**src/design/video_mode_pkg.sv**
```systemverilog
// Video mode record, standard mode constants and raster size helpers

package video_mode_pkg;

    // Horizontal and vertical timing of one video mode
    typedef struct packed {
        logic [15:0] h_resolution;
        logic [15:0] h_front_porch;
        logic [15:0] h_sync;
        logic [15:0] h_back_porch;
        logic [15:0] v_resolution;
        logic [15:0] v_front_porch;
        logic [15:0] v_sync;
        logic [15:0] v_back_porch;
        logic        h_sync_pol;
        logic        v_sync_pol;
    } video_mode_t;

    // Industry standard 640x480 at 60 Hz, both syncs active low
    localparam video_mode_t VMODE_640x480p60 = '{
        h_resolution:  16'd640,
        h_front_porch: 16'd16,
        h_sync:        16'd96,
        h_back_porch:  16'd48,
        v_resolution:  16'd480,
        v_front_porch: 16'd10,
        v_sync:        16'd2,
        v_back_porch:  16'd33,
        h_sync_pol:    1'b0,
        v_sync_pol:    1'b0
    };

    // Clocks per line, including blanking
    function automatic int h_total(video_mode_t mode);
        return int'(mode.h_resolution) + int'(mode.h_front_porch)
             + int'(mode.h_sync) + int'(mode.h_back_porch);
    endfunction

    // Lines per frame, including blanking
    function automatic int v_total(video_mode_t mode);
        return int'(mode.v_resolution) + int'(mode.v_front_porch)
             + int'(mode.v_sync) + int'(mode.v_back_porch);
    endfunction

    // Counter widths that hold 0 to total minus 1
    function automatic int raster_x_width(video_mode_t mode);
        return $clog2(h_total(mode));
    endfunction

    function automatic int raster_y_width(video_mode_t mode);
        return $clog2(v_total(mode));
    endfunction

endpackage
```
**src/design/raster_if.sv**
```systemverilog
// Raster bundle between the timing generator and the pixel output stage

`timescale 1ns/1ps

interface raster_if #(
    parameter int X_WIDTH = 10,
    parameter int Y_WIDTH = 10
) ();

    logic [X_WIDTH-1:0] x;
    logic [Y_WIDTH-1:0] y;
    // Syncs carry the polarity of the mode
    logic               hsync;
    logic               vsync;
    logic               data_enable;

    modport source (output x, y, hsync, vsync, data_enable);

    modport sink (input x, y, hsync, vsync, data_enable);

endinterface

```
**src/design/display_timing.sv**
```systemverilog
// Raster counters with sync window and data enable decode

`timescale 1ns/1ps

module display_timing
    import video_mode_pkg::*;
#(
    parameter video_mode_t VIDEO_MODE = VMODE_640x480p60
) (
    input  logic     clk_pixel,
    input  logic     rstn_pixel,
    raster_if.source raster
);

    localparam int H_RES   = int'(VIDEO_MODE.h_resolution);
    localparam int V_RES   = int'(VIDEO_MODE.v_resolution);
    localparam int H_TOTAL = h_total(VIDEO_MODE);
    localparam int V_TOTAL = v_total(VIDEO_MODE);
    localparam int XW      = raster_x_width(VIDEO_MODE);
    localparam int YW      = raster_y_width(VIDEO_MODE);

    // Sync windows start one clock before the end of the front porch
    localparam int HS_START = H_RES + int'(VIDEO_MODE.h_front_porch) - 1;
    localparam int HS_END   = HS_START + int'(VIDEO_MODE.h_sync);
    localparam int VS_START = V_RES + int'(VIDEO_MODE.v_front_porch) - 1;
    localparam int VS_END   = VS_START + int'(VIDEO_MODE.v_sync);

    logic [XW-1:0] x_q;
    logic [YW-1:0] y_q;
    logic          h_active;
    logic          v_active;

    always_ff @(posedge clk_pixel or negedge rstn_pixel) begin
        if (!rstn_pixel) begin
            x_q <= '0;
            y_q <= '0;
        end else if (x_q == XW'(H_TOTAL - 1)) begin
            x_q <= '0;
            if (y_q == YW'(V_TOTAL - 1)) begin
                y_q <= '0;
            end else begin
                y_q <= y_q + 1'b1;
            end
        end else begin
            x_q <= x_q + 1'b1;
        end
    end

    always_comb begin
        h_active = (int'(x_q) >= HS_START) && (int'(x_q) < HS_END);
        v_active = (int'(y_q) >= VS_START) && (int'(y_q) < VS_END);
    end

    assign raster.x           = x_q;
    assign raster.y           = y_q;
    assign raster.hsync       = VIDEO_MODE.h_sync_pol ? h_active : !h_active;
    assign raster.vsync       = VIDEO_MODE.v_sync_pol ? v_active : !v_active;
    assign raster.data_enable = (int'(x_q) < H_RES) && (int'(y_q) < V_RES);

endmodule

```
**src/flat_wrapper.sv**
```systemverilog
// flat-port wrapper written by rule: the top's interface ports become plain ports
module display_timing_flat import video_mode_pkg::*;
#(
    parameter video_mode_t VIDEO_MODE = VMODE_640x480p60
)
  (clk_pixel, rstn_pixel, raster_x, raster_y, raster_hsync, raster_vsync, raster_data_enable);
  raster_if raster_i ();
  input  logic clk_pixel;
  input  logic rstn_pixel;
  output wire logic [$bits(raster_i.x)-1:0] raster_x;
  output wire logic [$bits(raster_i.y)-1:0] raster_y;
  output wire logic [$bits(raster_i.hsync)-1:0] raster_hsync;
  output wire logic [$bits(raster_i.vsync)-1:0] raster_vsync;
  output wire logic [$bits(raster_i.data_enable)-1:0] raster_data_enable;
  assign raster_x = raster_i.x;
  assign raster_y = raster_i.y;
  assign raster_hsync = raster_i.hsync;
  assign raster_vsync = raster_i.vsync;
  assign raster_data_enable = raster_i.data_enable;
  display_timing #(.VIDEO_MODE(VIDEO_MODE)) u_core (.clk_pixel(clk_pixel), .rstn_pixel(rstn_pixel), .raster(raster_i));
endmodule
```
**config.mk**
```make
export PLATFORM = sky130hd
export DESIGN_NAME = display_timing_flat
export DESIGN_NICKNAME = d
export VERILOG_FILES = /design/src/design/video_mode_pkg.sv /design/src/design/raster_if.sv /design/src/design/display_timing.sv /design/src/flat_wrapper.sv
export SDC_FILE = /design/constraint.sdc
export NUM_CORES = 1
export LEC_CHECK = 0
export BUFFER_PORTS_ARGS = -buffer_cell sky130_fd_sc_hd__clkbuf_2
export CORE_MARGIN = 3
export CORE_UTILIZATION = 25
export DETAILED_ROUTE_END_ITERATION = 8
export HOLD_SLACK_MARGIN = 0.03
export MAX_ROUTING_LAYER = met4
export PLACE_DENSITY = 0.52
export RECOVER_POWER = 25
export SETUP_SLACK_MARGIN = 0.4
export SLEW_MARGIN = 20
export SYNTH_ARGS = -nofsm -noshare
export SYNTH_HDL_FRONTEND = slang
export SYNTH_SLANG_ARGS = --single-unit
```
**constraint.sdc**
```tcl
create_clock -name clk_pixel -period 3 [get_ports clk_pixel]
set_input_delay 0 -clock clk_pixel [delete_from_list [all_inputs] [get_ports clk_pixel]]
set_output_delay 0 -clock clk_pixel [all_outputs]
set_load 0.01 [all_outputs]
```
Yosys cells after proc, flatten, opt, wreduce, memory -nomap -nowiden
Index checks and enable logic that the tools add are counted.
Widths: inputs -> output; s select.
{"block": "word_totals", "out_inout_bits": 23, "word_cells": 19, "inputBits": 2, "regBits": 20}
{"block": "classes", "muxes": 2, "n_reduce_logical": 5, "magnitude_cmp": 6, "eq_ne": 2, "n_addsub": 2}
{"op": "$add 10x1->10 const B", "n": 2}
{"op": "$eq 10x10->1 const B", "n": 2}
{"op": "$lt 10x10->1 const B", "n": 2}
{"op": "$lt 10x9->1 const B", "n": 2}
{"op": "$mux 10", "n": 2}
{"op": "$ge 10x10->1 const B", "n": 1}
{"op": "$ge 10x9->1 const B", "n": 1}
{"op": "$logic_and 1x1->1", "n": 3}
{"op": "$logic_not 1->1", "n": 2}

Logic depth before layout (Yosys ltp)
{"block": "depth", "word_depth": 3, "mapped_depth": 6, "mapped_depth_nobuf": 6}

Worst setup path after synthesis
OpenSTA, ideal clock, no wires.
{"block": "synth_path", "path_type": "flip-flop to flip-flop", "start": "register u_core.x_q[0] (netlist: u_core.raster.x[0])", "end": "register u_core.y_q[4] (netlist: u_core.raster.y[4])", "n_path_buf": 0, "t_required_ns": 2.872, "t_arrival_ns": 1.528, "path_stages_with_launch": 6, "setup_time_ns": 0.128, "period_less_slack_ns": 1.656, "path_slack_ns": 1.344, "path_cell_list": "dfrtp_1 ha_1 and4_4 and4_1 nand4_1 mux2_1"}
{"block": "synth_between", "elab_chain_cells": 1}
{"element": "from (decl)", "line_no": "display_timing.sv:28", "source": "logic [XW-1:0] x_q;"}
{"element": "from (signal assigned)", "line_no": "display_timing.sv:45", "source": "x_q <= x_q + 1'b1;"}
{"element": "$eq 10x10->1", "line_no": "display_timing.sv:37", "source": "end else if (x_q == XW'(H_TOTAL - 1)) begin"}
{"element": "to (signal assigned)", "line_no": "display_timing.sv:42", "source": "y_q <= y_q + 1'b1;"}
{"element": "to (decl)", "line_no": "display_timing.sv:29", "source": "logic [YW-1:0] y_q;"}
No other way between the ends.
A chain may end at the register's enable or synchronous reset.

Worst setup path in the final report
Ends and elaborated chain as after synthesis.

==> impl_metrics.csv <==
group,metric,value,unit
cts,cts.path.max_buffers,2,
setup_path,r2r.worst_path.cells,5,
setup_path,regToRegEndpoint,"u_core.raster.y[4]$_DFFE_PN0N_",
timing,hold_viol_final,0,
timing,skew,0.00435,ns
floorplanning,dieArea,5180,um^2
floorplanning,die_x,72.0,um
place,dpl.hpwl,1750,um
cts,cts_tree,"yes",
drt,routedWlPerCell,13.2,um
layout,nFillCells,444,
setup_path,critPathArrivalTime,2.14,ns
setup_path,path_cells,"ha_1 > and4_4 > and4_1 > nand4_1 > mux2_1",
timing,fin_crit_sh,0.668,
yosys,netlist_instances,102,
global_routing,grt_max_degree,21,
drt,vias_per_cell,4.93,
place,place_area,1260,um^2
timing,max_freq,499,MHz
timing,rsz0062_at_grt,"no",
layout,syn_to_final_growth,20.2,%
cts,htreeDepth,1,
timing,finalSetupViolations,0,
yosys,synth.cell_area,1090,um^2
power,powerDensity,343,nW/um^2
global_routing,antenna_found_initial,0,
place,port_buffers,24,
cts,clk_root_buffer_cell,"clkbuf_8",
yosys,ys_seq_area_frac,0.460,
timing,fin_crit,2.00,ns
global_routing,groute.usage.overall,0.0997,
drt,dr.pass1.iters,4,
layout,final_common_cell,"clkbuf_2",
status,status,"complete, no violations",
power,power_leakage,0.636,nW
setup_path,start_kind,"register",
setup_path,cp-endpoint,"u_core.raster.y[4]$_DFFE_PN0N_",
layout,drive_above_1_share,0.250,
setup_path,cp-startpoint,"u_core.raster.x[0]$_DFF_PN0_",
cts,clk_latency,0.26,ns
yosys,syn_nets,108,
layout,mostFrequentLayoutCells,"clkbuf_2, dfrtp_1, xnor2_1, nand2_1, nor2_1",
setup_path,crit_buf_inv,0,
drt,drc,0,
timing,drv_slew,0,
setup_path,endpoint_kind,"register",
setup_path,crit_required,3.14,ns
cts,numCtsBuffers,3,
setup_path,worst_path_max_delay_cell,"and4_1",
setup_path,cp.depth,5,
layout,final_nets,136,
yosys,yosys_warnings,0,
setup_path,crit_fanout,11,
hold_path,hp-class,"in -> async",
timing,tightest_slew,1.10,ns
floorplanning,dieHeight,72.0,um
drt,num_vias,877,
setup_path,max_stage_delay,0.44,ns
timing,finalSetupTns,0,ns
place,gp_congestion,0.785,
job,maxCapViolCount,0,
floorplanning,ioPinCount,25,
drt,wl,2360,um
floorplanning,start_util,0.266,
power,irDropWorstVdd,0.139,mV
yosys,synthDistinctLibCells,36,
layout,fin_area,1310,um^2
global_routing,grt_pass1_vias,849,
drt,ant_nets,0,
yosys,syn_avg_cell_area,10.7,um^2
floorplanning,core,4090,um^2
cts,cts_num_sinks,20,
setup_path,reg2reg_slack,1.0,ns
layout,diodes,0,
yosys,yosys_register_bits,20,
cts,clk_pin_slew,0.07,ns
setup_path,critical_path_class,"reg -> reg",
global_routing,grt_pass1_wl,4030,um
setup_path,reg2reg_from,"u_core.raster.x[0]$_DFF_PN0_",
floorplanning,rows,23,
drt,drt_iter0_markers,31,
global_routing,grt_overflow,0,
setup_path,path_delay_family,"simple AND/OR/NAND/NOR gates",
timing,relSlewSlack,0.265,
[registers in the layout, summed over array words and instances, names as in the netlist]
| register | count |
|---|---|
| u_core.raster.y | 10 |
| u_core.raster.x | 10 |
[kinds of logic (layout without fill, tap and decap cells)]
logic type               Yosys count  in the layout  share of synthesized area
multiplexers                       2              2                     0.0207
AND/OR/NAND/NOR                   46             46                      0.272
XOR/XNOR                          10             10                     0.0805
AO/OA/AOI/OAI                     15             15                     0.0988
adder cells (fa/ha/maj)            4              4                     0.0460
buffers and inverters              5             31                     0.0218
flip-flops                        20             20                      0.460
[per-stage QoR]
step,power [mW],setup WS (ns),std cells,util,hold slack (ns)
CTS,0.458,1.01,178,0.321,0.268
global route,0.471,0.907,178,0.320,0.541
global placement,0.281,1.11,174,0.308,0.00365
floorplan,0.275,1.34,102,-,-0.296
detailed placement,0.281,1.03,174,0.308,0.00126
finish,0.448,0.997,178,0.320,0.469
[how the worst min path moves through the flow]
stage                                     end  slack (ns)  cells after the start
5_1_grt        u_core.raster.y[7]$_DFFE_PN0N_        0.54                      1
4_1_cts        u_core.raster.y[3]$_DFFE_PN0N_        0.27                      2
3_5_place_dp   u_core.raster.y[6]$_DFFE_PN0N_       0.001                      1
2_1_floorplan    u_core.raster.x[0]$_DFF_PN0_       -0.30                      0
6_report       u_core.raster.y[6]$_DFFE_PN0N_        0.47                      2
3_3_place_gp   u_core.raster.y[8]$_DFFE_PN0N_       0.004                      1
[Yosys cell counts (all sizes together)]
| master | number | area, um^2 |
|---|---|---|
| nand4 | 7 | 65.1 |
| a21o | 1 | 7.51 |
| and2b | 1 | 7.51 |
| nor2 | 7 | 26.3 |
| a22o | 1 | 8.76 |
| nand3 | 4 | 20.0 |
| and4 | 3 | 28.8 |
| o21a | 2 | 15.0 |
| a311oi | 1 | 8.76 |
| nor4b | 2 | 32.5 |
| and3 | 4 | 25.0 |
| inv | 3 | 11.3 |
| ha | 4 | 50.1 |
| xnor2 | 8 | 70.1 |
| buf | 1 | 7.51 |
| o2111ai | 1 | 8.76 |
| xor2 | 2 | 17.5 |
| o211a | 1 | 10.0 |
| mux2 | 2 | 22.5 |
| nor3 | 3 | 15.0 |
| a211o | 1 | 8.76 |
| nor2b | 2 | 15.0 |
| nand2 | 8 | 30.0 |
| a31oi | 4 | 25.0 |
| dfrtp | 20 | 500 |
| nor4 | 1 | 6.26 |
| clkbuf | 1 | 5.00 |
| or3 | 1 | 6.26 |
| a21oi | 3 | 15.0 |
| and2 | 3 | 18.8 |
[timing repair]
item / 4_1_cts / 5_1_grt
endpoints found under the hold margin: 20 / 0
hold buffers: 1 / 0
buffers inserted: 0 / 0
resized for setup: 0 / 0
[cell type report]
| type | count | area [um^2] | area share |
|---|---|---|---|
| tap | 50 | 62.6 | 0.0478 |
| sequential | 20 | 500 | 0.382 |
| multi-input combinational | 77 | 564 | 0.431 |
| inverter | 3 | 11.3 | 0.00860 |
| clock buffer | 3 | 41.3 | 0.0315 |
| timing repair buffer | 25 | 129 | 0.0985 |
[routing by layer]
metal,share of wire,up-vias,track usage
met4,0,0,0.0251
met3,0.048,0,0.0263
met2,0.47,20,0.153
met5,0,-,-
li1,-,429,-
met1,0.48,428,0.131
[where the power goes]
| group | total [mW] | internal [mW] | switching (mW) |
|---|---|---|---|
| logic | 0.00643 | 0.00112 | 0.00531 |
| clock network | 0.172 | 0.0893 | 0.0830 |
| registers | 0.270 | 0.270 | 0 |
[worst register-to-register path, stage by stage (launching register included)]
cell and delay, ns:
dfrtp_1 0.42, ha_1 0.26, and4_4 0.29, and4_1 0.44
nand4_1 0.16, mux2_1 0.33
Power figures use the tool's default switching activity.
