**src/design/buffer_pkg.sv**
```systemverilog
// Frame buffer configuration record, 12-bit colour type and standard buffer constants

package buffer_pkg;

    // Buffer geometry in buffer pixels
    typedef struct packed {
        logic [15:0] width;
        logic [15:0] height;
        logic [15:0] addr_width;
    } buffer_config_t;

    // Colour as stored in the buffer, 4 bits per channel
    typedef struct packed {
        logic [3:0] red;
        logic [3:0] green;
        logic [3:0] blue;
    } color_t;

    // Quarter resolution of 640x480, 19200 words
    localparam buffer_config_t BUFFER_160x120x12 = '{
        width:      16'd160,
        height:     16'd120,
        addr_width: 16'd15
    };

    // Number of words in the buffer
    function automatic int buffer_depth(buffer_config_t cfg);
        return int'(cfg.width) * int'(cfg.height);
    endfunction

endpackage

```
**src/design/video_mode_pkg.sv**
```systemverilog
// Video mode record, standard mode constants and raster size helpers

package video_mode_pkg;

    // Horizontal and vertical timing of one video mode
    typedef struct packed {
        logic [15:0] h_resolution;
        logic [15:0] h_front_porch;
        logic [15:0] h_sync;
        logic [15:0] h_back_porch;
        logic [15:0] v_resolution;
        logic [15:0] v_front_porch;
        logic [15:0] v_sync;
        logic [15:0] v_back_porch;
        logic        h_sync_pol;
        logic        v_sync_pol;
    } video_mode_t;

    // Industry standard 640x480 at 60 Hz, both syncs active low
    localparam video_mode_t VMODE_640x480p60 = '{
        h_resolution:  16'd640,
        h_front_porch: 16'd16,
        h_sync:        16'd96,
        h_back_porch:  16'd48,
        v_resolution:  16'd480,
        v_front_porch: 16'd10,
        v_sync:        16'd2,
        v_back_porch:  16'd33,
        h_sync_pol:    1'b0,
        v_sync_pol:    1'b0
    };

    // Clocks per line, including blanking
    function automatic int h_total(video_mode_t mode);
        return int'(mode.h_resolution) + int'(mode.h_front_porch)
             + int'(mode.h_sync) + int'(mode.h_back_porch);
    endfunction

    // Lines per frame, including blanking
    function automatic int v_total(video_mode_t mode);
        return int'(mode.v_resolution) + int'(mode.v_front_porch)
             + int'(mode.v_sync) + int'(mode.v_back_porch);
    endfunction

    // Counter widths that hold 0 to total minus 1
    function automatic int raster_x_width(video_mode_t mode);
        return $clog2(h_total(mode));
    endfunction

    function automatic int raster_y_width(video_mode_t mode);
        return $clog2(v_total(mode));
    endfunction

endpackage
```
**src/design/raster_if.sv**
```systemverilog
// Raster bundle between the timing generator and the pixel output stage

`timescale 1ns/1ps

interface raster_if #(
    parameter int X_WIDTH = 10,
    parameter int Y_WIDTH = 10
) ();

    logic [X_WIDTH-1:0] x;
    logic [Y_WIDTH-1:0] y;
    // Syncs carry the polarity of the mode
    logic               hsync;
    logic               vsync;
    logic               data_enable;

    modport source (output x, y, hsync, vsync, data_enable);

    modport sink (input x, y, hsync, vsync, data_enable);

endinterface

```
**src/design/pixel_out.sv**
```systemverilog
// Buffer address scaling and flip, 5-6-5 colour expansion and
// the three-stage output pipeline

`timescale 1ns/1ps

module pixel_out
    import video_mode_pkg::*;
    import buffer_pkg::*;
#(
    parameter video_mode_t    VIDEO_MODE    = VMODE_640x480p60,
    parameter buffer_config_t BUFFER_CONFIG = BUFFER_160x120x12,
    parameter bit             FLIP_VERTICAL = 1'b0
) (
    input  logic                                clk_pixel,
    input  logic                                rstn_pixel,
    raster_if.sink                              raster,
    input  color_t                              rd_data,
    output logic [BUFFER_CONFIG.addr_width-1:0] rd_addr,
    output logic                                vga_hsync,
    output logic                                vga_vsync,
    output logic                                data_enable,
    output logic [4:0]                          vga_red,
    output logic [5:0]                          vga_green,
    output logic [4:0]                          vga_blue
);

    localparam int H_RES = int'(VIDEO_MODE.h_resolution);
    localparam int V_RES = int'(VIDEO_MODE.v_resolution);
    localparam int WIDTH = int'(BUFFER_CONFIG.width);
    localparam int AW    = int'(BUFFER_CONFIG.addr_width);
    // Screen pixels per buffer pixel, as a power of two
    localparam int SCALE = $clog2(H_RES / WIDTH);

    // Sync and enable as {hsync, vsync, data_enable}
    localparam logic [2:0] CTRL_IDLE = {!VIDEO_MODE.h_sync_pol, !VIDEO_MODE.v_sync_pol, 1'b0};

    int         src_y;
    int         buf_x;
    int         buf_y;
    logic [2:0] ctrl_s1;
    logic [2:0] ctrl_s2;
    logic [4:0] red_exp;
    logic [5:0] green_exp;
    logic [4:0] blue_exp;

    // Mirror about the visible height, then scale down to buffer pixels
    always_comb begin
        src_y = FLIP_VERTICAL ? (V_RES - 1 - int'(raster.y)) : int'(raster.y);
        buf_x = int'(raster.x) >> SCALE;
        buf_y = src_y >> SCALE;
    end

    // Stage 1 registers the address, stage 2 waits on the RAM
    always_ff @(posedge clk_pixel or negedge rstn_pixel) begin
        if (!rstn_pixel) begin
            rd_addr <= '0;
            ctrl_s1 <= CTRL_IDLE;
            ctrl_s2 <= CTRL_IDLE;
        end else begin
            rd_addr <= raster.data_enable ? AW'(buf_y * WIDTH + buf_x) : '0;
            ctrl_s1 <= {raster.hsync, raster.vsync, raster.data_enable};
            ctrl_s2 <= ctrl_s1;
        end
    end

    // Black outside the visible area
    always_comb begin
        red_exp   = ctrl_s2[0] ? {rd_data.red, 1'b0}    : 5'd0;
        green_exp = ctrl_s2[0] ? {rd_data.green, 2'b00} : 6'd0;
        blue_exp  = ctrl_s2[0] ? {rd_data.blue, 1'b0}   : 5'd0;
    end

    // Stage 3 drives the pins
    always_ff @(posedge clk_pixel or negedge rstn_pixel) begin
        if (!rstn_pixel) begin
            vga_hsync   <= CTRL_IDLE[2];
            vga_vsync   <= CTRL_IDLE[1];
            data_enable <= 1'b0;
            vga_red     <= '0;
            vga_green   <= '0;
            vga_blue    <= '0;
        end else begin
            vga_hsync   <= ctrl_s2[2];
            vga_vsync   <= ctrl_s2[1];
            data_enable <= ctrl_s2[0];
            vga_red     <= red_exp;
            vga_green   <= green_exp;
            vga_blue    <= blue_exp;
        end
    end

endmodule

```
**src/flat_wrapper.sv**
```systemverilog
// flat-port wrapper written by rule: the top's interface ports become plain ports
module pixel_out_flat import video_mode_pkg::*; import buffer_pkg::*;
#(
    parameter video_mode_t    VIDEO_MODE    = VMODE_640x480p60,
    parameter buffer_config_t BUFFER_CONFIG = BUFFER_160x120x12,
    parameter bit             FLIP_VERTICAL = 1'b0
)
  (clk_pixel, rstn_pixel, rd_data, rd_addr, vga_hsync, vga_vsync, data_enable, vga_red, vga_green, vga_blue, raster_x, raster_y, raster_hsync, raster_vsync, raster_data_enable);
  raster_if raster_i ();
  input  logic clk_pixel;
  input  logic rstn_pixel;
  input  color_t rd_data;
  output logic [BUFFER_CONFIG.addr_width-1:0] rd_addr;
  output logic vga_hsync;
  output logic vga_vsync;
  output logic data_enable;
  output logic [4:0] vga_red;
  output logic [5:0] vga_green;
  output logic [4:0] vga_blue;
  input wire logic [$bits(raster_i.x)-1:0] raster_x;
  input wire logic [$bits(raster_i.y)-1:0] raster_y;
  input wire logic [$bits(raster_i.hsync)-1:0] raster_hsync;
  input wire logic [$bits(raster_i.vsync)-1:0] raster_vsync;
  input wire logic [$bits(raster_i.data_enable)-1:0] raster_data_enable;
  assign raster_i.x = raster_x;
  assign raster_i.y = raster_y;
  assign raster_i.hsync = raster_hsync;
  assign raster_i.vsync = raster_vsync;
  assign raster_i.data_enable = raster_data_enable;
  pixel_out #(.VIDEO_MODE(VIDEO_MODE), .BUFFER_CONFIG(BUFFER_CONFIG), .FLIP_VERTICAL(FLIP_VERTICAL)) u_core (.clk_pixel(clk_pixel), .rstn_pixel(rstn_pixel), .raster(raster_i), .rd_data(rd_data), .rd_addr(rd_addr), .vga_hsync(vga_hsync), .vga_vsync(vga_vsync), .data_enable(data_enable), .vga_red(vga_red), .vga_green(vga_green), .vga_blue(vga_blue));
endmodule
```
**config.mk**
```make
export PLATFORM = sky130hd
export DESIGN_NAME = pixel_out_flat
export DESIGN_NICKNAME = d
export VERILOG_FILES = /design/src/design/buffer_pkg.sv /design/src/design/video_mode_pkg.sv /design/src/design/raster_if.sv /design/src/design/pixel_out.sv /design/src/flat_wrapper.sv
export SDC_FILE = /design/constraint.sdc
export NUM_CORES = 1
export LEC_CHECK = 0
export ABC_AREA = 1
export BUFFER_PORTS_ARGS = -buffer_cell sky130_fd_sc_hd__buf_4
export CELL_PAD_IN_SITES_DETAIL_PLACEMENT = 0
export CELL_PAD_IN_SITES_GLOBAL_PLACEMENT = 1
export CORE_ASPECT_RATIO = 1.75
export CORE_MARGIN = 8
export CORE_UTILIZATION = 36
export CTS_BUF_LIST = sky130_fd_sc_hd__clkbuf_2 sky130_fd_sc_hd__clkbuf_4 sky130_fd_sc_hd__clkbuf_8
export CTS_CLUSTER_DIAMETER = 80
export CTS_CLUSTER_SIZE = 28
export DETAILED_ROUTE_END_ITERATION = 10
export PLACE_DENSITY = 0.92
export SKIP_LAST_GASP = 1
export SLEW_MARGIN = 0
export SYNTH_ARGS = -nofsm -noshare
export SYNTH_HDL_FRONTEND = slang
export SYNTH_SLANG_ARGS = --single-unit
```
**constraint.sdc**
```tcl
create_clock -name clk_pixel -period 0.9 [get_ports clk_pixel]
set_input_delay 0.045 -clock clk_pixel [delete_from_list [all_inputs] [get_ports clk_pixel]]
set_output_delay 0.045 -clock clk_pixel [all_outputs]
set_load 0.005 [all_outputs]
```
# Yosys cells after proc, flatten, opt, wreduce, memory -nomap -nowiden

Index checks and enable logic that the tools add are counted.

Add/sub/neg operators: 1
$mul: 1
Multiplexer cells: 4

Operator list:

| kind                                                                | count |
|---|---|
| 15-bit by 9-bit adder with 15-bit output                            | 1 |
| 15-bit 2-to-1 mux                                                   | 1 |
| 8-bit by 3-bit multiplier with 10-bit output, second input constant | 1 |
| 5-bit 2-to-1 mux                                                    | 2 |
| 6-bit 2-to-1 mux                                                    | 1 |

Flip-flop bits (word level): 40
Output and inout bits: 34
Word-level logic and storage cells: 15

# Logic depth before layout (Yosys ltp)

Depth in word-level cells: 3
Depth in mapped cells: 14

# Least setup slack after synthesis

No wires, ideal clock.

Path type: in2reg
Start: input port raster_y[3]
End: register u_core.rd_addr[14]
Library setup time: 0.117 ns
Arrival time: 1.675 ns
Setup slack: -0.892 ns
Cell stages on the path: 12
Buffers on the path: 0
Cell sequence: ha_1 -> ha_1 -> inv_1 -> fa_1 -> nor2_1 -> nand3_1 -> nand2_1 -> nand2_2 -> nor2_4 -> nand3_2 -> nor2_1 -> nor2_1

Cells in the longest elaborated chain, start to end: 3

RTL lines:

| item                                         | line               | source |
|---|---|---|
| from (decl)                                  | flat_wrapper.sv:21 | `input wire logic [$bits(raster_i.y)-1:0] raster_y;` |
| 8-bit by 3-bit multiplier with 10-bit output | pixel_out.sv:60    | `rd_addr <= raster.data_enable ? AW'(buf_y * WIDTH + buf_x) : '0;` |
| 15-bit by 9-bit adder with 15-bit output     | pixel_out.sv:60    |  |
| 15-bit 2-to-1 mux                            | pixel_out.sv:60    |  |
| to (signal assigned)                         | pixel_out.sv:60    |  |
| to (decl)                                    | pixel_out.sv:18    | `output logic [BUFFER_CONFIG.addr_width-1:0] rd_addr,` |

No other way between the ends.

# Worst setup path in the final report

Start: input port raster_y[3]
End: register u_core.rd_addr[13]

Same word-level chain as after synthesis.

==> results.py <==
metrics = {
    "place": {
        "gp_congestion": 0.817,
        "port_buffers": 62,
        "post-place-ws_ns": -1.02,
        "dp_hpwl_mm": 3.28,
    },
    "synth": {
        "ys_warn_count": 0,
        "syn_area_sq_mm": 0.00174,
        "ys_ff_latch": 36,
        "yosys.area.top_type": "dfrtp_1",
        "syn_inst": 186,
        "netlist.area_leader.share": 0.432,
        "synth.distinct_cells": 25,
        "synth_area_leaders": "dfrtp_1 43%, ha_1 11%, nand2_1 10%",
        "yosysSeqAreaShare": 0.523,
        "avgSynthCellArea_sq_um": 9.34,
    },
    "clock_network": {
        "cts_max_level": 2,
        "numClockSinks": 36,
        "root_buffer": "clkbuf_8",
        "path_clk_slew_ns": 0.08,
        "cts_tree": "yes",
        "worstSkewPairLatency_ns": 0.28,
        "cts_inserted_buffers": 5,
        "max-clock-path-buffers": 2,
    },
    "final_layout": {
        "drive_above_1_share": 0.458,
        "fin_util": 0.628,
        "fin_nets": 350,
        "diodes": 0,
        "area_growth_pct": 68.5,
        "final.fill_count": 358,
    },
    "setup_path": {
        "required_ns": 1.08,
        "slowest_delay_ns": 0.48,
        "start_kind": "input port",
        "crit_chain": "buf_8, ha_4, ha_4, inv_2, fa_2, buf_6, inv_4, nand2_4, nor2_4, nand2_2, nor2_2, nand2_1, nand2_1, nor2_1",
        "reg2reg_slack_ns": 0.15,
        "crit_type": "in2reg",
        "r2r_end": "u_core.vga_red[3]$_DFF_PN0_",
        "r2r_cells": 2,
        "crit_end": "u_core.rd_addr[13]$_DFF_PN0_",
        "cp_top_family": "adder cells",
        "critPathMaxFanout": 2,
        "crit_start": "raster_y[3]",
        "path_buf_inv": 4,
        "cpMaxStageDelayCell": "fa_2",
        "r2r-start": "u_core.ctrl_s2[0]$_DFF_PN0_",
        "critPathCaptureType": "register",
        "arrival_ns": 1.80,
        "cp.depth": 14,
    },
    "outcome": {
        "status": "complete, but fails checks",
        "failed_checks": "setup timing",
    },
    "floorplan": {
        "initial_core_util": 0.372,
        "core-area_sq_mm": 0.00467,
        "fp.dieW_um": 68.5,
        "rows": 33,
        "fp.dieH_um": 108,
        "ioPinCount": 71,
        "die-area_sq_mm": 0.00739,
    },
    "power": {
        "power_density_mw_per_mm2": 1520,
        "p_int_mw": 3.24,
        "leakage_nw": 1.61,
        "peakVddDrop_mv": 1.36,
        "power_mw": 4.44,
        "switching_share": 0.270,
        "pwr-share-seq": 0.402,
        "p_sw_mw": 1.20,
        "clkPwrFrac": 0.312,
        "power_frac_comb": 0.286,
    },
    "flow_run": {
        "maxCapViolCount": 0,
    },
    "timing": {
        "finalSetupViolCount": 10,
        "drv_slew": 0,
        "fmax_mhz": 621,
        "period_needed_ns": 1.61,
        "final_hold_viol_count": 0,
        "setup_ws_ns": -0.711,
        "fin_skew_ns": 0.00681,
        "timing.final.crit_share": 1.79,
        "rsz0062_at_grt": "yes",
        "setup_tns_ns": -4.15,
    },
    "routing": {
        "vias": 1574,
        "drt_iter0_markers": 63,
        "wl_per_cell_um": 14.0,
        "final_antenna_net_count": 0,
        "drt_pass1_iterations": 4,
        "routed_wl_mm": 4.87,
        "vias_per_cell": 4.51,
        "drcViolationCount": 0,
    },
    "global_route": {
        "gr-total-overflow": 0,
        "grt.total_usage": 0.128,
        "grt_antenna_before_repair": 0,
        "grt_max_degree": 37,
        "grt_pass1_vias": 1673,
        "grt_pass1_wl_mm": 7.20,
    },
    "worst_hold_path": {
        "hold_class": "in2reg",
    },
}
-- cell usage after synthesis --
master,n
a31oi_1,2
nor2_4,1
clkbuf_1,1
o21ai_0,3
buf_4,4
nor2_1,8
nand2_2,4
inv_1,36
nand4_1,4
nand3b_1,1
ha_1,15
a21oi_2,1
a21oi_1,6
nand2_1,47
nor3b_1,2
dfstp_2,6
xnor2_1,1
or2_1,1
buf_2,1
nand3_1,6
dfrtp_1,30
nor2_2,2
conb_1,1
fa_1,2
nand3_2,1
-- per-stage QoR --
step                      hold slack [ns]  cell area, sq um  cells
final                              0.0727              2930    349
after global routing               0.0717              2930    349
after CTS                          0.0548              2840    346
after detailed placement           0.0186              2430    314
after global placement             0.0114              2430    314
after floorplan                    -0.251              1810    189
-- sequential cells by signal, summed over array words and instances, names as in the netlist --
name                count
u_core.ctrl_s1          3
u_core.ctrl_s2          3
u_core.data_enable      1
u_core.rd_addr         15
u_core.vga_blue         4
u_core.vga_green        4
u_core.vga_hsync        1
u_core.vga_red          4
u_core.vga_vsync        1
-- cell usage in the layout (no fill, tap or decap) --
cell type / count
dfstp_2: 6
ha_4: 7
xnor2_2: 1
or2_1: 1
inv_1: 33
o21ai_2: 2
clkinv_2: 1
nand3_1: 4
a21oi_1: 5
nor3b_1: 2
nand2_4: 1
conb_1: 4
a21oi_2: 2
dlygate4sd3_1: 21
ha_1: 6
dfrtp_2: 1
clkinvlp_4: 1
buf_4: 79
nor2_1: 7
fa_2: 2
nor2_2: 1
nand3b_1: 1
inv_2: 2
nand2_1: 41
clkbuf_8: 5
buf_8: 2
ha_2: 2
nand2_2: 9
nand3_2: 3
bufinv_16: 1
o21ai_0: 1
inv_4: 1
dfrtp_1: 29
nor2_4: 3
nand4_1: 4
buf_6: 4
a31oi_1: 2
-- power groups by stage --
stage,sequential (mW),combinational (mW),clock [mW]
after floorplan,1.82,0.496,0
final,1.79,1.27,1.39
after detailed placement,1.81,1.00,0
after global routing,1.80,1.40,1.51
after CTS,1.78,1.16,1.42
after global placement,1.81,0.983,0
-- metal layers --
layer  GRT usage  vias to the layer above  share of wire
met5           0                        -              0
met4      0.0633                        0          0.024
met3      0.0167                       11          0.082
met2       0.254                       63           0.55
met1       0.115                      720           0.35
li1            -                      780              -
-- cell type report --
cell class                 instances  area [sq um]  share of cell area
clock inverter                     3          42.5              0.0145
clock buffer                       5          68.8              0.0235
multi-input combinational        111           826               0.282
tap                               52          65.1              0.0222
timing repair buffer             106           878               0.300
inverter                          36           138              0.0470
sequential                        36           910               0.311
-- worst register-to-register path, cell delays in order (launching register included) --
cell and delay [ns]:
dfrtp_2 0.49, nand2_1 0.11, inv_1 0.04
-- cell families after synthesis --
group                      Yosys count  share of synthesized area
AOI/OAI and AO/OA                   12                     0.0382
other                                1                    0.00216
buffers and inverters               42                      0.100
adders and majority gates           17                      0.131
and+or+nand+nor                     77                      0.201
xor gates and xnor gates             1                    0.00504
DFF                                 36                      0.523
-- timing repair --
| item | CTS | global route |
|---|---|---|
| gates cloned | 0 | 0 |
| hold buffers | 21 | 0 |
| endpoints found under the setup margin | 10 | 12 |
| pin swaps | 16 | 10 |
| gates resized for setup | 17 | 17 |
| endpoints found under the hold margin | 50 | 0 |
| buffers inserted | 5 | 4 |
-- how the worst min path moves through the flow --
stage	from	end	slack, ns	cells past startpoint
finish	raster_data_enable	u_core.rd_addr[1]$_DFF_PN0_	0.07	3
detailed placement	rstn_pixel	u_core.data_enable$_DFF_PN0_	0.02	1
global route	raster_data_enable	u_core.rd_addr[11]$_DFF_PN0_	0.07	3
floorplan	rstn_pixel	u_core.ctrl_s1[0]$_DFF_PN0_	-0.25	0
global placement	rstn_pixel	u_core.data_enable$_DFF_PN0_	0.01	1
CTS	raster_data_enable	u_core.rd_addr[3]$_DFF_PN0_	0.05	3
No activity file was read; power rests on OpenSTA's default activity.
