### src/design/buffer_pkg.sv
// Frame buffer configuration record, 12-bit colour type and standard buffer constants

package buffer_pkg;

    // Buffer geometry in buffer pixels
    typedef struct packed {
        logic [15:0] width;
        logic [15:0] height;
        logic [15:0] addr_width;
    } buffer_config_t;

    // Colour as stored in the buffer, 4 bits per channel
    typedef struct packed {
        logic [3:0] red;
        logic [3:0] green;
        logic [3:0] blue;
    } color_t;

    // Quarter resolution of 640x480, 19200 words
    localparam buffer_config_t BUFFER_160x120x12 = '{
        width:      16'd160,
        height:     16'd120,
        addr_width: 16'd15
    };

    // Number of words in the buffer
    function automatic int buffer_depth(buffer_config_t cfg);
        return int'(cfg.width) * int'(cfg.height);
    endfunction

endpackage

### src/design/fb_writer.sv
// Frame buffer write stage for pixel strobes and the clear sequencer

`timescale 1ns/1ps

module fb_writer
    import buffer_pkg::*;
#(
    parameter buffer_config_t BUFFER_CONFIG = BUFFER_160x120x12
) (
    input  logic                                clk_pixel,
    input  logic                                rstn_pixel,
    input  logic                                wr_stb,
    input  logic [15:0]                         wr_x,
    input  logic [15:0]                         wr_y,
    input  color_t                              wr_color,
    input  logic                                clear_stb,
    input  color_t                              clear_color,
    output logic                                busy,
    output logic                                wr_en,
    output logic [BUFFER_CONFIG.addr_width-1:0] wr_addr,
    output color_t                              wr_data
);

    localparam int WIDTH  = int'(BUFFER_CONFIG.width);
    localparam int HEIGHT = int'(BUFFER_CONFIG.height);
    localparam int AW     = int'(BUFFER_CONFIG.addr_width);
    localparam logic [AW-1:0] LAST_ADDR = AW'(buffer_depth(BUFFER_CONFIG) - 1);

    typedef enum logic {
        ST_IDLE,
        ST_CLEAR
    } state_t;

    state_t        state;
    logic          pixel_ok;
    logic          clear_start;
    logic [AW-1:0] pixel_addr;

    // Strobes only count while idle; a clear wins over a pixel in the same cycle
    assign clear_start = (state == ST_IDLE) && clear_stb;
    assign pixel_ok    = (state == ST_IDLE) && !clear_stb && wr_stb
                       && (int'(wr_x) < WIDTH) && (int'(wr_y) < HEIGHT);
    assign pixel_addr  = AW'(int'(wr_y) * WIDTH + int'(wr_x));
    assign busy        = (state == ST_CLEAR);

    // The write address doubles as the clear counter
    always_ff @(posedge clk_pixel or negedge rstn_pixel) begin
        if (!rstn_pixel) begin
            state   <= ST_IDLE;
            wr_en   <= 1'b0;
            wr_addr <= '0;
        end else begin
            case (state)
                ST_IDLE: begin
                    if (clear_start) begin
                        state   <= ST_CLEAR;
                        wr_en   <= 1'b1;
                        wr_addr <= '0;
                    end else begin
                        wr_en   <= pixel_ok;
                        wr_addr <= pixel_addr;
                    end
                end
                ST_CLEAR: begin
                    if (wr_addr == LAST_ADDR) begin
                        state <= ST_IDLE;
                        wr_en <= 1'b0;
                    end else begin
                        wr_addr <= wr_addr + 1'b1;
                    end
                end
                default: begin
                    state <= ST_IDLE;
                    wr_en <= 1'b0;
                end
            endcase
        end
    end

    // Clear colour is held here for the whole sweep
    always_ff @(posedge clk_pixel) begin
        if (clear_start) begin
            wr_data <= clear_color;
        end else if (state == ST_IDLE) begin
            wr_data <= wr_color;
        end
    end

endmodule

### config.mk
export PLATFORM = sky130hd
export DESIGN_NAME = fb_writer
export DESIGN_NICKNAME = d
export VERILOG_FILES = /design/src/design/buffer_pkg.sv /design/src/design/fb_writer.sv
export SDC_FILE = /design/constraint.sdc
export NUM_CORES = 1
export LEC_CHECK = 0
export ABC_CLOCK_PERIOD_IN_PS = 2700
export BUFFER_PORTS_ARGS = -buffer_cell sky130_fd_sc_hd__buf_4
export CORE_MARGIN = 2
export CORE_UTILIZATION = 27
export DETAILED_ROUTE_END_ITERATION = 10
export PLACE_DENSITY = 0.61
export SYNTH_ARGS = -nofsm -noshare
export SYNTH_HDL_FRONTEND = slang
export SYNTH_SLANG_ARGS = --single-unit
### constraint.sdc
create_clock -name clk_pixel -period 2.7 [get_ports clk_pixel]
set_input_delay 0 -clock clk_pixel [delete_from_list [all_inputs] [get_ports clk_pixel]]
set_output_delay 0 -clock clk_pixel [all_outputs]
set_load 0.03 [all_outputs]
# [Word-level counts from Yosys, hierarchy flattened]
# Cells that the tools add are included.
[op_classes] add_sub_neg=2 n_mul=1 div=0 order_cmp=2 n_eq_ne=4 shift=0 muxes=11 n_bitwise=1 reduce_logical=6
[op_table] op="15-bit two-way mux" n=2
[op_table] op="15-bit one-hot mux with 2 select lines" n=1
[op_table] op="12-bit two-way mux" n=2
[op_table] op="16-bit by 7-bit less-than comparator with 1-bit output, second input constant" n=1
[op_table] op="16-bit by 8-bit less-than comparator with 1-bit output, second input constant" n=1
[op_table] op="16-bit by 3-bit multiplier with 10-bit output, second input constant" n=1
[op_table] op="15-bit by 1-bit adder with 15-bit output, second input constant" n=1
[op_table] op="15-bit adder" n=1
[op_table] op="15-bit equality test, second input constant" n=1
[op_table] op="1-bit logical AND" n=5
[op_table] op="1-bit two-way mux" n=4
[op_table] op="2-bit by 1-bit != test with 1-bit output, second input constant" n=2
[op_table] op="1-bit one-hot mux with 2 select lines" n=2
[op_table] op="2-bit != test, second input constant" n=1
[op_table] op="1-bit zero test" n=1
[op_table] op="1-bit inverter" n=1
[totals] reg_bits=29 latchBits=0 mem_bits_rw=0 romBits=0 inputBits=60 out_inout_bits=29 mem_count=0

# [Longest topological paths before layout]
# Gate-level depths: netlist of run 1.
[depth] word_depth=7 ltp_mapped=13

# [Least setup slack after synthesis of run 1]
# OpenSTA, ideal clock, no wires.
[synth_timing] path_type="input to register" from="input wr_y[2]" to="register wr_addr[14]" setup_ps=104 arrival_time_ps=2311 required_time_ps=2596 slack_ps=285 stages=13 n_path_buf=0 cell_sequence="ha_1 > ha_1 > a21o_1 > a21oi_1 > o21bai_1 > a21oi_1 > xnor2_1 > ha_1 > nand2_1 > nor2_1 > a211oi_1 > a211o_1 > o311ai_1"
[synth_via] elab_chain_cells=4
[synth_rtl] item="start: declaration" line_no="fb_writer.sv:14" source="input logic [15:0] wr_y,"
[synth_rtl] item="16-bit by 3-bit multiplier with 10-bit output" line_no="fb_writer.sv:43" source="assign pixel_addr = AW'(int'(wr_y) * WIDTH + int'(wr_x));"
[synth_rtl] item="15-bit adder" line_no="fb_writer.sv:43"
[synth_rtl] item="15-bit two-way mux" line_no="fb_writer.sv:55" source="if (clear_start) begin"
[synth_rtl] item="15-bit one-hot mux with 2 select lines" line_no="fb_writer.sv:53" source="case (state)"
[synth_rtl] item="end signal: assignment" line_no="fb_writer.sv:61" source="wr_addr <= pixel_addr;"
[synth_rtl] item="end signal: assignment" line_no="fb_writer.sv:69" source="wr_addr <= wr_addr + 1'b1;"
[synth_rtl] item="end: declaration" line_no="fb_writer.sv:20" source="output logic [BUFFER_CONFIG.addr_width-1:0] wr_addr,"
# No other way between the ends.
# A chain may end at the register's enable or synchronous reset.

# [Worst setup path in the final report of run 1]
# Ends and elaborated chain as after synthesis.

==> results of run 1 <==
## registers in the layout (all words and copies together), names as in the netlist
register	cells
wr_en	1
wr_addr	15
wr_data	12
busy	1
## synth_stat cells (5+ instances only)
master	count	area share
sky130_fd_sc_hd__xor2_1	6	0.024
sky130_fd_sc_hd__xnor2_1	10	0.040
sky130_fd_sc_hd__nand3b_1	5	0.017
sky130_fd_sc_hd__nor2_1	9	0.015
sky130_fd_sc_hd__dfrtp_1	17	0.19
sky130_fd_sc_hd__nand3_1	5	0.011
sky130_fd_sc_hd__a21oi_1	10	0.023
sky130_fd_sc_hd__nand2_1	12	0.020
sky130_fd_sc_hd__o21ai_1	5	0.011
sky130_fd_sc_hd__a21o_1	8	0.027
sky130_fd_sc_hd__ha_1	23	0.13
sky130_fd_sc_hd__o21ai_0	5	0.011
sky130_fd_sc_hd__o21a_1	5	0.017
sky130_fd_sc_hd__mux2_2	5	0.026
sky130_fd_sc_hd__edfxtp_1	12	0.16
sky130_fd_sc_hd__mux2_1	10	0.051
## power groups by stage
| stage | combinational (mW) | sequential (mW) | clock (mW) |
|---|---|---|---|
| after floorplan | 0.448 | 0.924 | 0 |
| after global placement | 1.03 | 0.722 | 0 |
| after detailed placement | 1.04 | 0.734 | 0 |
| after CTS | 1.05 | 0.725 | 0.340 |
| after global routing | 1.14 | 0.742 | 0.362 |
| final | 1.04 | 0.726 | 0.328 |
## kinds of logic after synthesis
group                    Yosys count
AND/OR/NAND/NOR                   61
AO/OA/AOI/OAI                     56
flip-flops                        29
adder cells (fa/ha/maj)           25
XOR/XNOR                          16
multiplexers                      16
buffers and inverters              8
## final timing paths
path	start	endpoint	cells after the start
setup / recovery	wr_y[2]	wr_addr[14]	14
hold / removal	wr_color[4]	wr_data[4]	2
setup reg to reg	wr_addr[0]	wr_addr[2]	6
hold reg to reg	wr_en	wr_en	1
max in group asynchronous	rstn_pixel	wr_addr[11]	2
min in group asynchronous	rstn_pixel	wr_addr[2]	2
## area by class of cell
cell class                 count  area, sq um  area share
tap                          102          128      0.0402
clock buffer                   5         68.8      0.0217
sequential                    29          786       0.248
clock inverter                 3         12.5     0.00394
inverter                       2         7.51     0.00237
timing repair buffer         102          791       0.249
multi-input combinational    174         1380       0.435
## critical path, delay by kind of cell
| family | cells | cell delay, ns |
|---|---|---|
| buf+inv | 1 | 0.12 |
| simple gates | 2 | 0.15 |
| xor+xnor | 1 | 0.09 |
| compound gates | 7 | 1.25 |
| fa+ha+maj | 3 | 0.97 |
## layer usage
layer  up-vias  GRT usage
li1       1026          -
met1       933      0.176
met2        80      0.220
met3         8     0.0223
met4         0     0.0386
met5         -          0
## stage by stage
stage,cell area [sq um],hold WS [ns]
floorplan,2210,-0.296
global placement,2990,-0.121
detailed placement,2990,-0.120
CTS,3150,0.00219
global route,3170,-0.000687
finish,3170,0.0102
==> impl_metrics.sql, run 1 <==
INSERT INTO impl_metrics (metric_group, metric, value, unit) VALUES
('run_status', 'run_status', 'finished, final reports clean', ''),
('power', 'pwr-share-seq', '0.346', ''),
('cts', 'worstSkewPairLatency', '0.27', 'ns'),
('sta', 'final-setup-viol-count', '0', ''),
('sta', 'finalCritPeriodShare', '0.893', ''),
('sta', 'slew_viol_final', '0', ''),
('power', 'vdd.ir_drop.worst', '0.219', 'mV'),
('synth', 'synth.yosys.warnings', '0', ''),
('global_routing', 'grt_overflow_total', '0', ''),
('cts', 'h_tree_depth', '2', ''),
('critical_path', 'critical_path.cell_chain', 'buf_4 > ha_1 > ha_1 > a21o_1 > a21oi_1 > o21bai_1 > a21oi_1 > xnor2_1 > ha_1 > nand2_1 > nor2_1 > a211oi_1 > a211o_1 > o311ai_1', ''),
('drt', 'met1_length', '2.77', 'mm'),
('drt', 'firstDrtPassIters', '4', ''),
('drt', 'drt_iter0_markers', '65', ''),
('global_routing', 'largest_net_degree_at_the_start_of_global_routing', '18', ''),
('finish', 'mostFrequentLayoutCells', '92 x sky130_fd_sc_hd__buf_4, 23 x sky130_fd_sc_hd__ha_1, 17 x sky130_fd_sc_hd__dfrtp_1', ''),
('critical_path', 'crit_path_start_kind', 'input port', ''),
('critical_path', 'most_used_cell_along_the_critical_path', 'sky130_fd_sc_hd__ha_1', ''),
('sta', 'final_critical_path_setup_slack', '0.288', 'ns'),
('finish', 'insertedDiodeCount', '0', ''),
('sta', 'setup_repair_after_global_routing_missed_its_margin', 'false', ''),
('sta', 'tns', '0', 'ns'),
('synth', 'post_synth_mux_area_share', '0.0811', ''),
('cts', 'clock_tree_from_tritoncts', 'done', ''),
('critical_path', 'timing.reg2reg.setup_slack', '0.64', 'ns'),
('cts', 'cts_num_sinks', '29', ''),
('drt', 'vias', '2047', ''),
('sta', 'max_freq', '0.415', 'GHz'),
('sta', 'final.min_clock_period', '2.41', 'ns'),
('die', 'placementRows', '32', ''),
('placed_design', 'dp.final_hpwl', '4.72', 'mm'),
('finish', 'finish.cell_count_without_fillers', '417', ''),
('cts', 'ctsHoldBuffers', '8', ''),
('synth', 'synth-seq-area-share', '0.356', ''),
('power', 'pwrdens', '661', 'nW/um^2'),
('global_routing', 'globalRouteTotalUtil', '0.132', ''),
('cts', 'post_cts.resized_instances', '0', ''),
('sta', 'worst-slew-pin-transition', '0.640', 'ns'),
('synth', 'synth_fa_ha_area_frac', '0.149', ''),
('drt', 'vias_per_cell', '4.91', ''),
('synth', 'synth_simple_gate_area_share', '0.158', ''),
('synth', 'post_synth_inst_count', '211', ''),
('critical_path', 'crit_path_top_delay_cell', 'sky130_fd_sc_hd__ha_1', ''),
('power', 'intPower', '1.23', 'mW'),
('cts', 'cts_setup_buffers', '0', ''),
('die', 'fp.dieH', '94.4', 'um'),
('global_routing', 'antenna_found_initial', '0', ''),
('critical_path', 'crit_type', 'in -> reg', ''),
('synth', 'postSynthRegisterBits', '29', ''),
('finish', 'post_route_cells_drive_above_1_share', '0.340', ''),
('finish', 'layout.core_utilization', '0.407', ''),
('synth', 'postSynthAreaPerCell', '10.5', 'sq um'),
('placed_design', 'port_buffers', '88', ''),
('synth', 'synthArstFlopShare', '0.586', ''),
('drt', 'wl_per_cell', '14.2', 'um'),
('placed_design', 'preCtsSetupSlack', '0.0109', 'ns'),
('global_routing', 'first_global_vias', '1988', ''),
('critical_path', 'max_stage_delay', '0.37', 'ns'),
('synth', 'synth_cell_types', '49', ''),
('synth', 'synth-main-ff-cell', 'sky130_fd_sc_hd__dfrtp_1', ''),
('die', 'pin_count', '89', ''),
('drt', 'post-route-drc-count', '0', ''),
('die', 'fp.dieW', '94.4', 'um'),
('finish', 'num-nets-final', '399', ''),
('synth', 'synth_fp_nets', '296', ''),
('critical_path', 'path_max_fanout', '6', ''),
('cts', 'ctsLongestPathBuffers', '2', ''),
('synth', 'synth-compound-area-share', '0.175', ''),
('global_routing', 'grt_first_pass_wirelength', '9.25', 'mm'),
('sta', 'slew_headroom', '0.573', ''),
('run', 'maxCapViolations', '0', '');
No activity file was read; power rests on OpenSTA's default activity.
==> inputs of run 2 (changes only) <==
--- a/config.mk
+++ b/config.mk
@@ -10,7 +10,8 @@
 export CORE_MARGIN = 2
 export CORE_UTILIZATION = 27
 export DETAILED_ROUTE_END_ITERATION = 10
-export PLACE_DENSITY = 0.61
+export HOLD_SLACK_MARGIN = 0.03
+export PLACE_DENSITY = 0.62
 export SYNTH_ARGS = -nofsm -noshare
 export SYNTH_HDL_FRONTEND = slang
 export SYNTH_SLANG_ARGS = --single-unit
==> run 2 against run 1 <==
Count of clock-buffer cells in the layout unchanged. Fmax down 2.8%. First-iteration DRC count down 1.5%. Total power up 1.3%. Clock power down 1%. Final cell count up 4.3%. Register-to-register slack worse by 0.22 ns. Flip-flop and latch count unchanged. Die area unchanged.
==> impl_metrics.sql, run 2 (synthesized netlist as in run 1, its figures left out) <==
INSERT INTO impl_metrics (metric_group, metric, value, unit) VALUES
('run_status', 'run_status', 'finished, final reports clean', ''),
('power', 'intPower', '1.25', 'mW'),
('critical_path', 'crit_path_start_kind', 'input port', ''),
('sta', 'slew_headroom', '0.525', ''),
('critical_path', 'timing.reg2reg.setup_slack', '0.42', 'ns'),
('drt', 'post-route-drc-count', '0', ''),
('drt', 'route.final.wire_length', '6.14', 'mm'),
('power', 'pwrdens', '633', 'nW/um^2'),
('sta', 'tns', '0', 'ns'),
('critical_path', 'end_kind', 'register', ''),
('sta', 'setup_repair_after_global_routing_missed_its_margin', 'false', ''),
('power', 'portion_of_total_power_attributed_to_the_clock_network', '0.153', ''),
('global_routing', 'first_global_vias', '2115', ''),
('cts', 'clock_tree_from_tritoncts', 'done', ''),
('global_routing', 'antenna_found_initial', '0', ''),
('finish', 'post_route_cells_drive_above_1_share', '0.318', ''),
('run', 'maxCapViolations', '0', ''),
('critical_path', 'r2r.worst_path.cells', '4', ''),
('global_routing', 'grt_overflow_total', '0', ''),
('cts', 'h_tree_depth', '2', ''),
('power', 'power.net_switching', '872', 'uW'),
('critical_path', 'crit-reg2reg-launch', 'busy', ''),
('critical_path', 'r2r_end', 'wr_data[10]', ''),
('die', 'placementRows', '32', ''),
('worst_hold_path', 'min_to', 'wr_data[1]', ''),
('cts', 'cts_setup_buffers', '0', ''),
('sta', 'final-setup-viol-count', '0', ''),
('power', 'comb_power_share', '0.505', ''),
('drt', 'firstDrtPassIters', '4', ''),
('power', 'p_leak', '1.53', 'nW'),
('cts', 'cts.root.buffer_cell', 'sky130_fd_sc_hd__clkbuf_8', ''),
('die', 'initial_core_util', '0.283', ''),
('placed_design', 'port_buffers', '88', ''),
('critical_path', 'path_max_fanout', '6', ''),
('finish', 'mostFrequentLayoutCells', '91 x sky130_fd_sc_hd__buf_4, 29 x sky130_fd_sc_hd__dlygate4sd3_1, 23 x sky130_fd_sc_hd__ha_1', ''),
('finish', 'layout.cells.most_common', 'sky130_fd_sc_hd__buf_4', ''),
('cts', 'clk_pin_slew_worst_paths', '0.06', 'ns'),
('sta', 'fin_worst_skew', '0.00458', 'ns'),
('placed_design', 'gp_routability_congestion', '0.769', ''),
('cts', 'cts_num_sinks', '29', ''),
('die', 'dieArea', '8910', 'sq um'),
('critical_path', 'cp_data_required_time', '2.87', 'ns'),
('cts', 'worstSkewPairLatency', '0.27', 'ns'),
('finish', 'max_reg_flops', '15', ''),
('finish', 'layout-area-overhead-vs-synth', '52.2', '%'),
('sta', 'finalCritPeriodShare', '0.919', ''),
('die', 'pin_count', '89', ''),
('finish', 'insertedDiodeCount', '0', ''),
('critical_path', 'crit_type', 'in -> reg', ''),
('drt', 'vias_per_cell', '4.87', ''),
('placed_design', 'dp.final_hpwl', '4.64', 'mm'),
('sta', 'finalHoldWorstSlack', '0.0419', 'ns'),
('die', 'core_area', '7810', 'sq um'),
('sta', 'final-hold-violation-count', '0', ''),
('drt', 'postRouteAntennaNets', '0', ''),
('finish', 'largest_registers_ranked_by_flip_flop_count', 'wr_addr x15, wr_data x12', ''),
('global_routing', 'globalRouteTotalUtil', '0.135', ''),
('worst_hold_path', 'hold_path_depth', '2', ''),
('global_routing', 'largest_net_degree_at_the_start_of_global_routing', '20', ''),
('power', 'sw_ratio', '0.411', ''),
('worst_hold_path', 'hold_path_class', 'in -> reg', ''),
('power', 'pwr-share-seq', '0.343', ''),
('sta', 'final.min_clock_period', '2.48', 'ns'),
('cts', 'cts_made_buffers', '5', ''),
('global_routing', 'grt_first_pass_wirelength', '9.63', 'mm'),
('sta', 'worst-slew-pin-transition', '0.712', 'ns'),
('die', 'fp.dieW', '94.4', 'um'),
('drt', 'wl_per_cell', '14.1', 'um'),
('cts', 'ctsLongestPathBuffers', '2', ''),
('sta', 'slew_viol_final', '0', ''),
('sta', 'max_freq', '0.403', 'GHz'),
('worst_hold_path', 'min-delay-start', 'clear_color[1]', ''),
('drt', 'vias', '2119', ''),
('finish', 'num-nets-final', '417', ''),
('finish', 'max_flop_register', 'wr_addr', ''),
('die', 'fp.dieH', '94.4', 'um'),
('drt', 'drt_iter0_markers', '64', ''),
('finish', 'num-fill-cells', '741', ''),
('critical_path', 'timing.critical_path.arrival', '2.65', 'ns'),
('power', 'vdd.ir_drop.worst', '0.235', 'mV');
run 2: cell types whose count changed in the layout (fill, tap and decap cells not counted), sizes merged:
| cell | change |
|---|---|
| buf | -1 |
| dlygate4sd3 | +19 |
run 2: routing by layer:
layer,global-route usage,vias to the layer above,wire [um]
met5,0,-,0
met4,0.0290,0,35
met3,0.0192,4,481
met2,0.227,93,2780
met1,0.186,965,2840
li1,-,1057,-
run 2: layout make-up:
class	instances	area (sq um)	share of cell area
tap	102	128	0.0380
multi-input combinational	174	1380	0.411
inverter	2	7.51	0.00224
timing repair buffer	120	973	0.290
clock inverter	3	12.5	0.00373
clock buffer	5	68.8	0.0205
sequential	29	786	0.234
run 2: how the worst max path moves through the flow:
stage	start	depth (start not counted)	endpoint
6_report	wr_y[2]	14	wr_addr[14]
3_5_place_dp	wr_y[2]	14	wr_addr[14]
2_1_floorplan	wr_y[2]	13	wr_addr[14]
3_3_place_gp	wr_y[2]	14	wr_addr[14]
5_1_grt	wr_y[2]	14	wr_addr[14]
4_1_cts	wr_y[2]	14	wr_addr[14]
run 2: per-stage QoR:
stage | worst slack [ns] | std cells | cell area (sq um) | util | power [mW]
2_1_floorplan | 0.285 | 211 | 2210 | - | 1.37
3_3_place_gp | 0.0608 | 398 | 2990 | 0.382 | 1.74
3_5_place_dp | -0.0288 | 398 | 2990 | 0.382 | 1.77
6_report | 0.219 | 435 | 3360 | 0.430 | 2.12
4_1_cts | 0.247 | 435 | 3360 | 0.430 | 2.14
5_1_grt | 0.0755 | 435 | 3360 | 0.430 | 2.27
run 2: worst max-delay path: stages:
cell and delay (ns):
sky130_fd_sc_hd__buf_4 0.12, sky130_fd_sc_hd__ha_1 0.32, sky130_fd_sc_hd__ha_1 0.29, sky130_fd_sc_hd__a21o_1 0.18, sky130_fd_sc_hd__a21oi_1 0.25, sky130_fd_sc_hd__o21bai_1 0.10
sky130_fd_sc_hd__a21oi_1 0.18, sky130_fd_sc_hd__xnor2_1 0.08, sky130_fd_sc_hd__ha_1 0.36, sky130_fd_sc_hd__nand2_1 0.07, sky130_fd_sc_hd__nor2_1 0.09, sky130_fd_sc_hd__a211oi_1 0.06
sky130_fd_sc_hd__a211o_1 0.30, sky130_fd_sc_hd__o311ai_1 0.24
run 2: power by group through the flow:
stage          Combinational [mW]  Clock (mW)  Sequential [mW]
6_report                     1.07       0.324            0.728
5_1_grt                      1.17       0.358            0.741
4_1_cts                      1.08       0.339            0.724
3_5_place_dp                 1.03           0            0.733
3_3_place_gp                 1.02           0            0.723
2_1_floorplan               0.448           0            0.924
run 2: what timing repair did:
action / in CTS / in global routing
endpoints found under the hold margin: 34 / 0
hold buffers: 29 / 0
resized for setup: 0 / 0
